==> config.mk <==
export PLATFORM = sky130hd
export DESIGN_NAME = dcacheCtrl
export DESIGN_NICKNAME = d
export VERILOG_FILES = /design/src/hdl/dcacheCorePkg.sv /design/src/hdl/dcacheMemPkg.sv /design/src/hdl/dcacheCtrl.sv
export VERILOG_INCLUDE_DIRS = /design/src /design/src/hdl
export SDC_FILE = /design/constraint.sdc
export NUM_CORES = 1
export LEC_CHECK = 0
export ABC_AREA = 1
export BUFFER_PORTS_ARGS = -buffer_cell sky130_fd_sc_hd__buf_4
export CAP_MARGIN = 5
export CORE_AREA = 4 4 703 705
export DETAILED_ROUTE_END_ITERATION = 8
export DIE_AREA = 0 0 707 709
export PLACE_DENSITY = 0.3
export SLEW_MARGIN = 20
export SYNTH_ARGS = -nofsm -noshare
export SYNTH_HDL_FRONTEND = slang
export SYNTH_SLANG_ARGS = --single-unit
export TNS_END_PERCENT = 50
==> constraint.sdc <==
create_clock -name clk -period 7.05 [get_ports clk]
set_input_delay 0.705 -clock clk [delete_from_list [all_inputs] [get_ports clk]]
set_output_delay 0.705 -clock clk [all_outputs]
set_load 0.05 [all_outputs]
==> src/hdl/dcache_defines.svh <==
`ifndef DCACHE_DEFINES_SVH
`define DCACHE_DEFINES_SVH

// byte address width seen by the core
`define DC_ADDR_W 32

// core data word
`define DC_XLEN 64

// 64 sets per way
`define DC_SET_W 6

// byte offset inside a line
`define DC_OFF_W 5

// what is left of the address above index and offset
`define DC_TAG_W 21

// one cache line
`define DC_LINE_W 256

// 64-bit beats per line refill
`define DC_BEATS 4

// bytes per line, one byte enable each
`define DC_BYTES 32

`endif

==> src/hdl/dcacheCorePkg.sv <==
`default_nettype none

`include "dcache_defines.svh"

package dcacheCorePkg;

  // request kinds issued by the core
  typedef enum logic {
    OP_LOAD  = 1'b0,
    OP_STORE = 1'b1
  } cacheOp_e;

  // one core request, mask is per byte of wdata
  typedef struct packed {
    cacheOp_e              op;
    logic [`DC_ADDR_W-1:0] addr;
    logic [`DC_XLEN-1:0]   wdata;
    logic [7:0]            mask;
  } coreReq_t;

  // load return data
  typedef struct packed {
    logic [`DC_XLEN-1:0] rdata;
  } coreResp_t;

  // registered contents of one way for the looked-up set
  typedef struct packed {
    logic                  hit;
    logic                  valid;
    logic                  dirty;
    logic [`DC_TAG_W-1:0]  tag;
    logic [`DC_LINE_W-1:0] data;
  } wayLookup_t;

  // write command into one way
  typedef struct packed {
    logic [`DC_SET_W-1:0]  idx;
    logic [`DC_LINE_W-1:0] data;
    logic [`DC_BYTES-1:0]  byteEn;
    logic                  tagWr;
    logic [`DC_TAG_W-1:0]  tag;
    logic                  setDirty;
    logic                  clrDirty;
  } wayWrite_t;

endpackage

`default_nettype wire

==> src/hdl/dcacheMemPkg.sv <==
`default_nettype none

`include "dcache_defines.svh"

package dcacheMemPkg;

  // line refill request, offset bits are zero
  typedef struct packed {
    logic [`DC_ADDR_W-1:0] addr;
  } memRdReq_t;

  // one refill beat from memory
  typedef struct packed {
    logic [`DC_XLEN-1:0] data;
    logic                last;
  } memBeat_t;

  // dirty victim line going back to memory
  typedef struct packed {
    logic [`DC_ADDR_W-1:0] addr;
    logic [`DC_LINE_W-1:0] line;
  } memWb_t;

  // miss handling states of the controller
  typedef enum logic [2:0] {
    IDLE       = 3'd0,
    COMPARE    = 3'd1,
    WRITEBACK  = 3'd2,
    REFILLREQ  = 3'd3,
    REFILLDATA = 3'd4,
    INSTALL    = 3'd5
  } ctrlState_e;

endpackage

`default_nettype wire

==> src/hdl/dcacheCtrl.sv <==
`timescale 1ns/1ps
`default_nettype none

`include "dcache_defines.svh"

module dcacheCtrl (
  input  wire                            clk,
  input  wire                            rst_n,
  input  wire                            reqValid_i,
  input  wire dcacheCorePkg::coreReq_t   req_i,
  output logic                           reqReady_o,
  output logic                           respValid_o,
  output dcacheCorePkg::coreResp_t       resp_o,
  output logic                           lookupEn_o,
  output logic [`DC_SET_W-1:0]           lookupIdx_o,
  output logic [`DC_TAG_W-1:0]           lookupTag_o,
  input  wire dcacheCorePkg::wayLookup_t way0_i,
  input  wire dcacheCorePkg::wayLookup_t way1_i,
  output logic                           wrEn0_o,
  output logic                           wrEn1_o,
  output dcacheCorePkg::wayWrite_t       wr0_o,
  output dcacheCorePkg::wayWrite_t       wr1_o,
  output logic                           memRdValid_o,
  input  wire                            memRdReady_i,
  output dcacheMemPkg::memRdReq_t        memRdReq_o,
  input  wire                            memBeatValid_i,
  input  wire dcacheMemPkg::memBeat_t    memBeat_i,
  output logic                           wbValid_o,
  input  wire                            wbReady_i,
  output dcacheMemPkg::memWb_t           wb_o
);

  localparam int BEAT_W = $clog2(`DC_BEATS);
  localparam int SETS   = 1 << `DC_SET_W;

  dcacheMemPkg::ctrlState_e state;
  dcacheMemPkg::ctrlState_e stateNext;

  dcacheCorePkg::coreReq_t   reqQ;
  dcacheCorePkg::wayLookup_t pickLk;
  dcacheCorePkg::wayLookup_t victimLk;
  dcacheCorePkg::wayWrite_t  wrCmd;

  logic [`DC_SET_W-1:0]  reqIdx;
  logic [`DC_TAG_W-1:0]  reqTag;
  logic [1:0]            wordSel;
  logic                  accept;
  logic                  hit;
  logic                  isStore;
  logic                  storeHit;
  logic                  installing;
  logic                  victimPick;
  logic                  victimWay;
  logic [SETS-1:0]       rrBits;
  logic [BEAT_W-1:0]     beatCnt;
  logic [`DC_LINE_W-1:0] refillBuf;
  logic [`DC_LINE_W-1:0] hitLine;
  logic [7:0]            shMask;
  logic [`DC_XLEN-1:0]   shData;
  logic [`DC_BYTES-1:0]  storeBe;

  assign reqIdx  = reqQ.addr[`DC_OFF_W +: `DC_SET_W];
  assign reqTag  = reqQ.addr[`DC_ADDR_W-1 -: `DC_TAG_W];
  assign wordSel = reqQ.addr[`DC_OFF_W-1:3];
  assign isStore = (reqQ.op == dcacheCorePkg::OP_STORE);

  assign hit        = way0_i.hit || way1_i.hit;
  assign storeHit   = (state == dcacheMemPkg::COMPARE) && hit && isStore;
  assign installing = (state == dcacheMemPkg::INSTALL);

  // a load hit lets the next request in back to back
  assign reqReady_o = (state == dcacheMemPkg::IDLE) ||
                      ((state == dcacheMemPkg::COMPARE) && hit && !isStore);
  assign accept     = reqValid_i && reqReady_o;

  // new request indexes straight from the core, install re-reads its own set
  assign lookupEn_o  = accept || installing;
  assign lookupIdx_o = accept ? req_i.addr[`DC_OFF_W +: `DC_SET_W] : reqIdx;
  assign lookupTag_o = reqTag;

  // way 0 wins if both ever claim the tag
  assign hitLine      = way0_i.hit ? way0_i.data : way1_i.data;
  assign respValid_o  = (state == dcacheMemPkg::COMPARE) && hit;
  assign resp_o.rdata = hitLine[wordSel*`DC_XLEN +: `DC_XLEN];

  // invalid way first, then the set's round-robin bit
  assign victimPick = !way0_i.valid ? 1'b0 :
                      !way1_i.valid ? 1'b1 : rrBits[reqIdx];
  assign pickLk     = victimPick ? way1_i : way0_i;
  assign victimLk   = victimWay ? way1_i : way0_i;

  always_comb begin
    stateNext = state;
    case (state)
      dcacheMemPkg::IDLE: begin
        if (accept) begin
          stateNext = dcacheMemPkg::COMPARE;
        end
      end
      dcacheMemPkg::COMPARE: begin
        if (hit) begin
          stateNext = accept ? dcacheMemPkg::COMPARE : dcacheMemPkg::IDLE;
        end else if (pickLk.valid && pickLk.dirty) begin
          stateNext = dcacheMemPkg::WRITEBACK;
        end else begin
          stateNext = dcacheMemPkg::REFILLREQ;
        end
      end
      dcacheMemPkg::WRITEBACK: begin
        if (wbReady_i) begin
          stateNext = dcacheMemPkg::REFILLREQ;
        end
      end
      dcacheMemPkg::REFILLREQ: begin
        if (memRdReady_i) begin
          stateNext = dcacheMemPkg::REFILLDATA;
        end
      end
      dcacheMemPkg::REFILLDATA: begin
        if (memBeatValid_i && memBeat_i.last) begin
          stateNext = dcacheMemPkg::INSTALL;
        end
      end
      dcacheMemPkg::INSTALL: begin
        stateNext = dcacheMemPkg::COMPARE;
      end
      default: begin
        stateNext = dcacheMemPkg::IDLE;
      end
    endcase
  end

  always_ff @(posedge clk or negedge rst_n) begin
    if (!rst_n) begin
      state <= dcacheMemPkg::IDLE;
    end else begin
      state <= stateNext;
    end
  end

  always_ff @(posedge clk) begin
    if (accept) begin
      reqQ <= req_i;
    end
  end

  // victim and round-robin bookkeeping
  always_ff @(posedge clk or negedge rst_n) begin
    if (!rst_n) begin
      victimWay <= 1'b0;
      rrBits    <= '0;
    end else begin
      if ((state == dcacheMemPkg::COMPARE) && !hit) begin
        victimWay <= victimPick;
      end
      if (installing) begin
        rrBits[reqIdx] <= ~rrBits[reqIdx];
      end
    end
  end

  // beat k lands in bytes 8k..8k+7
  always_ff @(posedge clk or negedge rst_n) begin
    if (!rst_n) begin
      beatCnt <= '0;
    end else if (state == dcacheMemPkg::REFILLREQ) begin
      beatCnt <= '0;
    end else if ((state == dcacheMemPkg::REFILLDATA) && memBeatValid_i) begin
      beatCnt <= beatCnt + 1'b1;
    end
  end

  always_ff @(posedge clk) begin
    if ((state == dcacheMemPkg::REFILLDATA) && memBeatValid_i) begin
      refillBuf[beatCnt*`DC_XLEN +: `DC_XLEN] <= memBeat_i.data;
    end
  end

  // store data and mask aligned to the byte address
  assign shMask  = reqQ.mask << reqQ.addr[2:0];
  assign shData  = reqQ.wdata << {reqQ.addr[2:0], 3'b000};
  assign storeBe = {{(`DC_BYTES-8){1'b0}}, shMask} << {wordSel, 3'b000};

  always_comb begin
    wrCmd.idx      = reqIdx;
    wrCmd.data     = installing ? refillBuf : {`DC_BEATS{shData}};
    wrCmd.byteEn   = installing ? {`DC_BYTES{1'b1}} : storeBe;
    wrCmd.tagWr    = installing;
    wrCmd.tag      = reqTag;
    wrCmd.setDirty = !installing;
    wrCmd.clrDirty = installing;
  end

  assign wrEn0_o = (installing && !victimWay) || (storeHit && way0_i.hit);
  assign wrEn1_o = (installing && victimWay) || (storeHit && !way0_i.hit);
  assign wr0_o   = wrCmd;
  assign wr1_o   = wrCmd;

  // victim line stays in the lookup registers until install
  assign wbValid_o    = (state == dcacheMemPkg::WRITEBACK);
  assign wb_o.addr    = {victimLk.tag, reqIdx, {`DC_OFF_W{1'b0}}};
  assign wb_o.line    = victimLk.data;
  assign memRdValid_o = (state == dcacheMemPkg::REFILLREQ);
  assign memRdReq_o.addr = {reqTag, reqIdx, {`DC_OFF_W{1'b0}}};

endmodule

`default_nettype wire

==> flow_metrics.env <==
export IMPL_grtUsageMet2_pct=30.6
export IMPL_setup_worst_path_start_class="flop"
export IMPL_drcViolationCount=0
export IMPL_cts_tree="built"
export IMPL_drt_total_wl_um=425000
export IMPL_clock_sinks=431
export IMPL_yosysWarnings=0
export IMPL_cts_buffer_depth=3
export IMPL_root_buffer="clkbuf_16"
export IMPL_timing_critical_path_fanout_max=53
export IMPL_path_cells="inv_1 -> nand2_1 -> inv_2 -> buf_4 -> a22oi_1 -> nand2_1 -> buf_4"
export IMPL_status="finished, final reports clean"
export IMPL_setup_violations=0
export IMPL_coreArea_um2=488000
export IMPL_slew_viol_final=0
export IMPL_power_internal_mw=9.17
export IMPL_area_growth_pct=64.7
export IMPL_grt_pass1_vias=34997
export IMPL_placed_area_um2=49500
export IMPL_fin_crit_sh_pct=70.1
export IMPL_clock_fmax_mhz=202
export IMPL_grt_busiest_layer="met2"
export IMPL_path_clk_slew_ns=0.06
export IMPL_p_comb_share_pct=76.2
export IMPL_nets=6378
export IMPL_switching_share_pct=67.5
export IMPL_vias_per_cell=2.97
export IMPL_hpwl_um=375000
export IMPL_htreeDepth=2
export IMPL_slowest_stage="a22oi_1"
export IMPL_tns_ns=0
export IMPL_syn_avg_cell_area_um2=7.13
export IMPL_final_hold_viol_count=0
export IMPL_worstPathArrival_ns=4.24
export IMPL_skew_ns=0.0919
export IMPL_rsz0062_at_grt="false"
export IMPL_cap_viol_max_count=0
export IMPL_use_met3_pct=5.91
export IMPL_vias=36322
export IMPL_fin_area_um2=51600
export IMPL_io_buffer_count=1779
export IMPL_critical_path_class="flop to output pin"
export IMPL_drt_pass1_iter_count=7
export IMPL_total_power_mw=28.2
export IMPL_fill_cells=57244
export IMPL_cts_inserted_buffers=61
export IMPL_min_path_type="input port to flop"
export IMPL_worst_setup_path_end_kind="output pin"
export IMPL_die_height_um=709
export IMPL_postSynthCellCount=4397
export IMPL_ant_nets=0
export IMPL_clkPwrFrac_pct=11.4
export IMPL_cellLeakagePower_nw=22.1
export IMPL_antenna_found_initial=217
export IMPL_grt_use_total_pct=16.2
export IMPL_grt_start_max_net_pins=180
export IMPL_drive_gt1_share_pct=35.5
export IMPL_p_sw_mw=19.0
export IMPL_avgRoutedWirePerCell_um=34.8
export IMPL_die_area_um2=501000
export IMPL_start_util_pct=6.42
export IMPL_multi_input_area_um2=13200
export IMPL_gp_congestion=0.942
export IMPL_tightestPinTransition_ns=1.20
export IMPL_first_iter_violations=2364
export IMPL_seqCellArea_um2=12600
export IMPL_rows=257
export IMPL_relSlewSlack_pct=20.1
export IMPL_vdd_drop_max_uv=405
export IMPL_final_min_clock_period_ns=4.94
export IMPL_gr_total_overflow=0
export IMPL_required_ns=6.34
export IMPL_netlist_area_um2=31400
export IMPL_ys_ff_latch=431
export IMPL_io_pins=1790
export IMPL_grt_pass1_wl_um=503000
export IMPL_pwr_density_cell_nw_per_um2=546
export IMPL_seq_power_share_pct=12.4
export IMPL_clk_latency_ns=0.77
export IMPL_ys_seq_area_share_pct=40.2
export IMPL_yosys_cell_types_count=38
export IMPL_critPathMaxStageDelay_ns=0.87
export IMPL_use_met1_pct=16.3
export IMPL_die_w_um=707
-- layout by cell type (no fill, tap or decap), drive strengths merged --
cell type,instances
buf,1866
nand2,1369
o21ai,556
inv,403
edfxtp,361
nor2,316
a21oi,222
nor3,108
a31oi,84
clkbuf,83
o211ai,74
dfrtp,70
nand3,56
diode,51
mux2i,33
a22oi,24
clkinv,20
conb,10
clkinvlp,5
ha,5
a32o,4
bufinv,4
or2,4
o22ai,3
o21a,3
a32oi,1
nand4,1
dlygate4sd3,1
-- routing by layer --
layer / vias up / wire, um / share of wire, %
met5: - / 761 / 0.18
met4: 112 / 16000 / 3.8
met3: 517 / 36800 / 8.6
met2: 1653 / 224000 / 53
met1: 17548 / 147000 / 35
li1: 16492 / - / -
-- power groups by stage --
stage / logic (mW) / clock network [mW] / registers, mW
floorplan: 12.7 / 0 / 3.32
global placement: 22.4 / 0 / 3.55
detailed placement: 22.4 / 0 / 3.54
CTS: 22.4 / 3.34 / 3.50
global route: 22.5 / 3.40 / 3.52
finish: 21.5 / 3.20 / 3.50
-- path summary, 6_finish.rpt --
path                                             start                 endpoint  slack (ns)  depth (start not counted)
worst max-delay path                reqQ[74]$_DFFE_PN_               wr0_o[289]        2.11                          7
worst min-delay path                         req_i[63]       reqQ[63]$_DFFE_PN_        0.11                          1
worst max register to register  beatCnt[0]$_DFFE_PN0P_  refillBuf[11]$_DFFE_PP_        2.58                          7
worst min register to register  rrBits[48]$_DFFE_PN0P_   rrBits[48]$_DFFE_PN0P_        0.51                          2
max in group asynchronous                        rst_n    victimWay$_DFFE_PN0P_        5.27                          3
min in group asynchronous                        rst_n   rrBits[17]$_DFFE_PN0P_        0.50                          2
-- area by class of cell --
| type | count | share of cell area, % |
|---|---|---|
| multi-input cells | 2873 | 25.5 |
| flip-flops and latches | 431 | 24.4 |
| clock inverters | 29 | 0.671 |
| repair buffers | 1867 | 27.4 |
| clock buffers | 83 | 3.17 |
| inverters | 403 | 2.99 |
| well taps | 6475 | 15.7 |
| diodes | 51 | 0.247 |
-- flip-flops by register name (all words and copies together) (netlist names), 2 cells and up --
signal / cells
refillBuf: 256
reqQ: 77
rrBits: 64
lookupTag_o: 21
memRdReq_o: 6
state: 3
beatCnt: 2
-- timing repair --
item	CTS	global route
endpoints found under the hold margin	24	0
buffers inserted	0	0
hold buffers	1	0
gates resized for setup	0	0
-- synthesized netlist by cell type --
master	number	area (um^2)
nor3_2	3	30.0
buf_4	417	3130
edfxtp_1	361	10800
o22ai_1	3	18.8
dfrtp_1	70	1750
buf_6	3	33.8
inv_4	1	6.26
nor3_1	103	515
a21oi_4	10	163
clkinv_1	4	15.0
buf_2	19	95.1
o21ai_1	10	50.1
o21ai_0	546	2730
ha_1	5	62.6
buf_1	33	124
a21oi_1	212	1060
inv_2	11	41.3
mux2i_1	33	330
a32o_1	4	40.0
nand4_1	1	6.26
o211ai_1	74	556
nor3_4	2	32.5
nor2_1	310	1160
or2_1	1	6.26
nor2_4	3	33.8
a31oi_1	84	526
a22oi_1	24	180
or2_2	3	18.8
nor2_2	3	18.8
conb_1	1	3.75
inv_1	387	1450
nand2_2	1	6.26
buf_8	1	15.0
a32oi_1	1	8.76
nand2_1	1368	5130
o21a_1	3	22.5
nand3_1	56	280
clkbuf_1	226	848
-- logic make-up (layout without fill, tap and decap cells) --
group / Yosys count / in the layout / share of synthesized area (%)
compound gates: 971 / 971 / 17.1
fa+ha+maj: 5 / 5 / 0.200
buf+inv: 1102 / 2382 / 18.4
flops: 431 / 431 / 40.2
mux: 33 / 33 / 1.05
other cells: 1 / 61 / 0.0120
simple gates: 1854 / 1854 / 23.1
-- stage by stage --
stage,hold WS (ns),instances,utilization [%],setup WS [ns]
after global placement,0.482,12047,10.1,2.41
final,0.112,12212,10.6,2.11
after global routing,0.0636,12193,10.6,1.87
after floorplan,0.409,4406,-,1.75
after detailed placement,0.493,12048,10.1,2.34
after CTS,0.0263,12161,10.5,1.97
-- critical path: cells and delay by family, from the launching register on --
family	cells	cell delay (ns)
compound gates	1	0.87
buf+inv	4	1.07
simple gates	2	1.08
flops	1	0.42
Note: power is estimated with default switching activity, not from simulation.
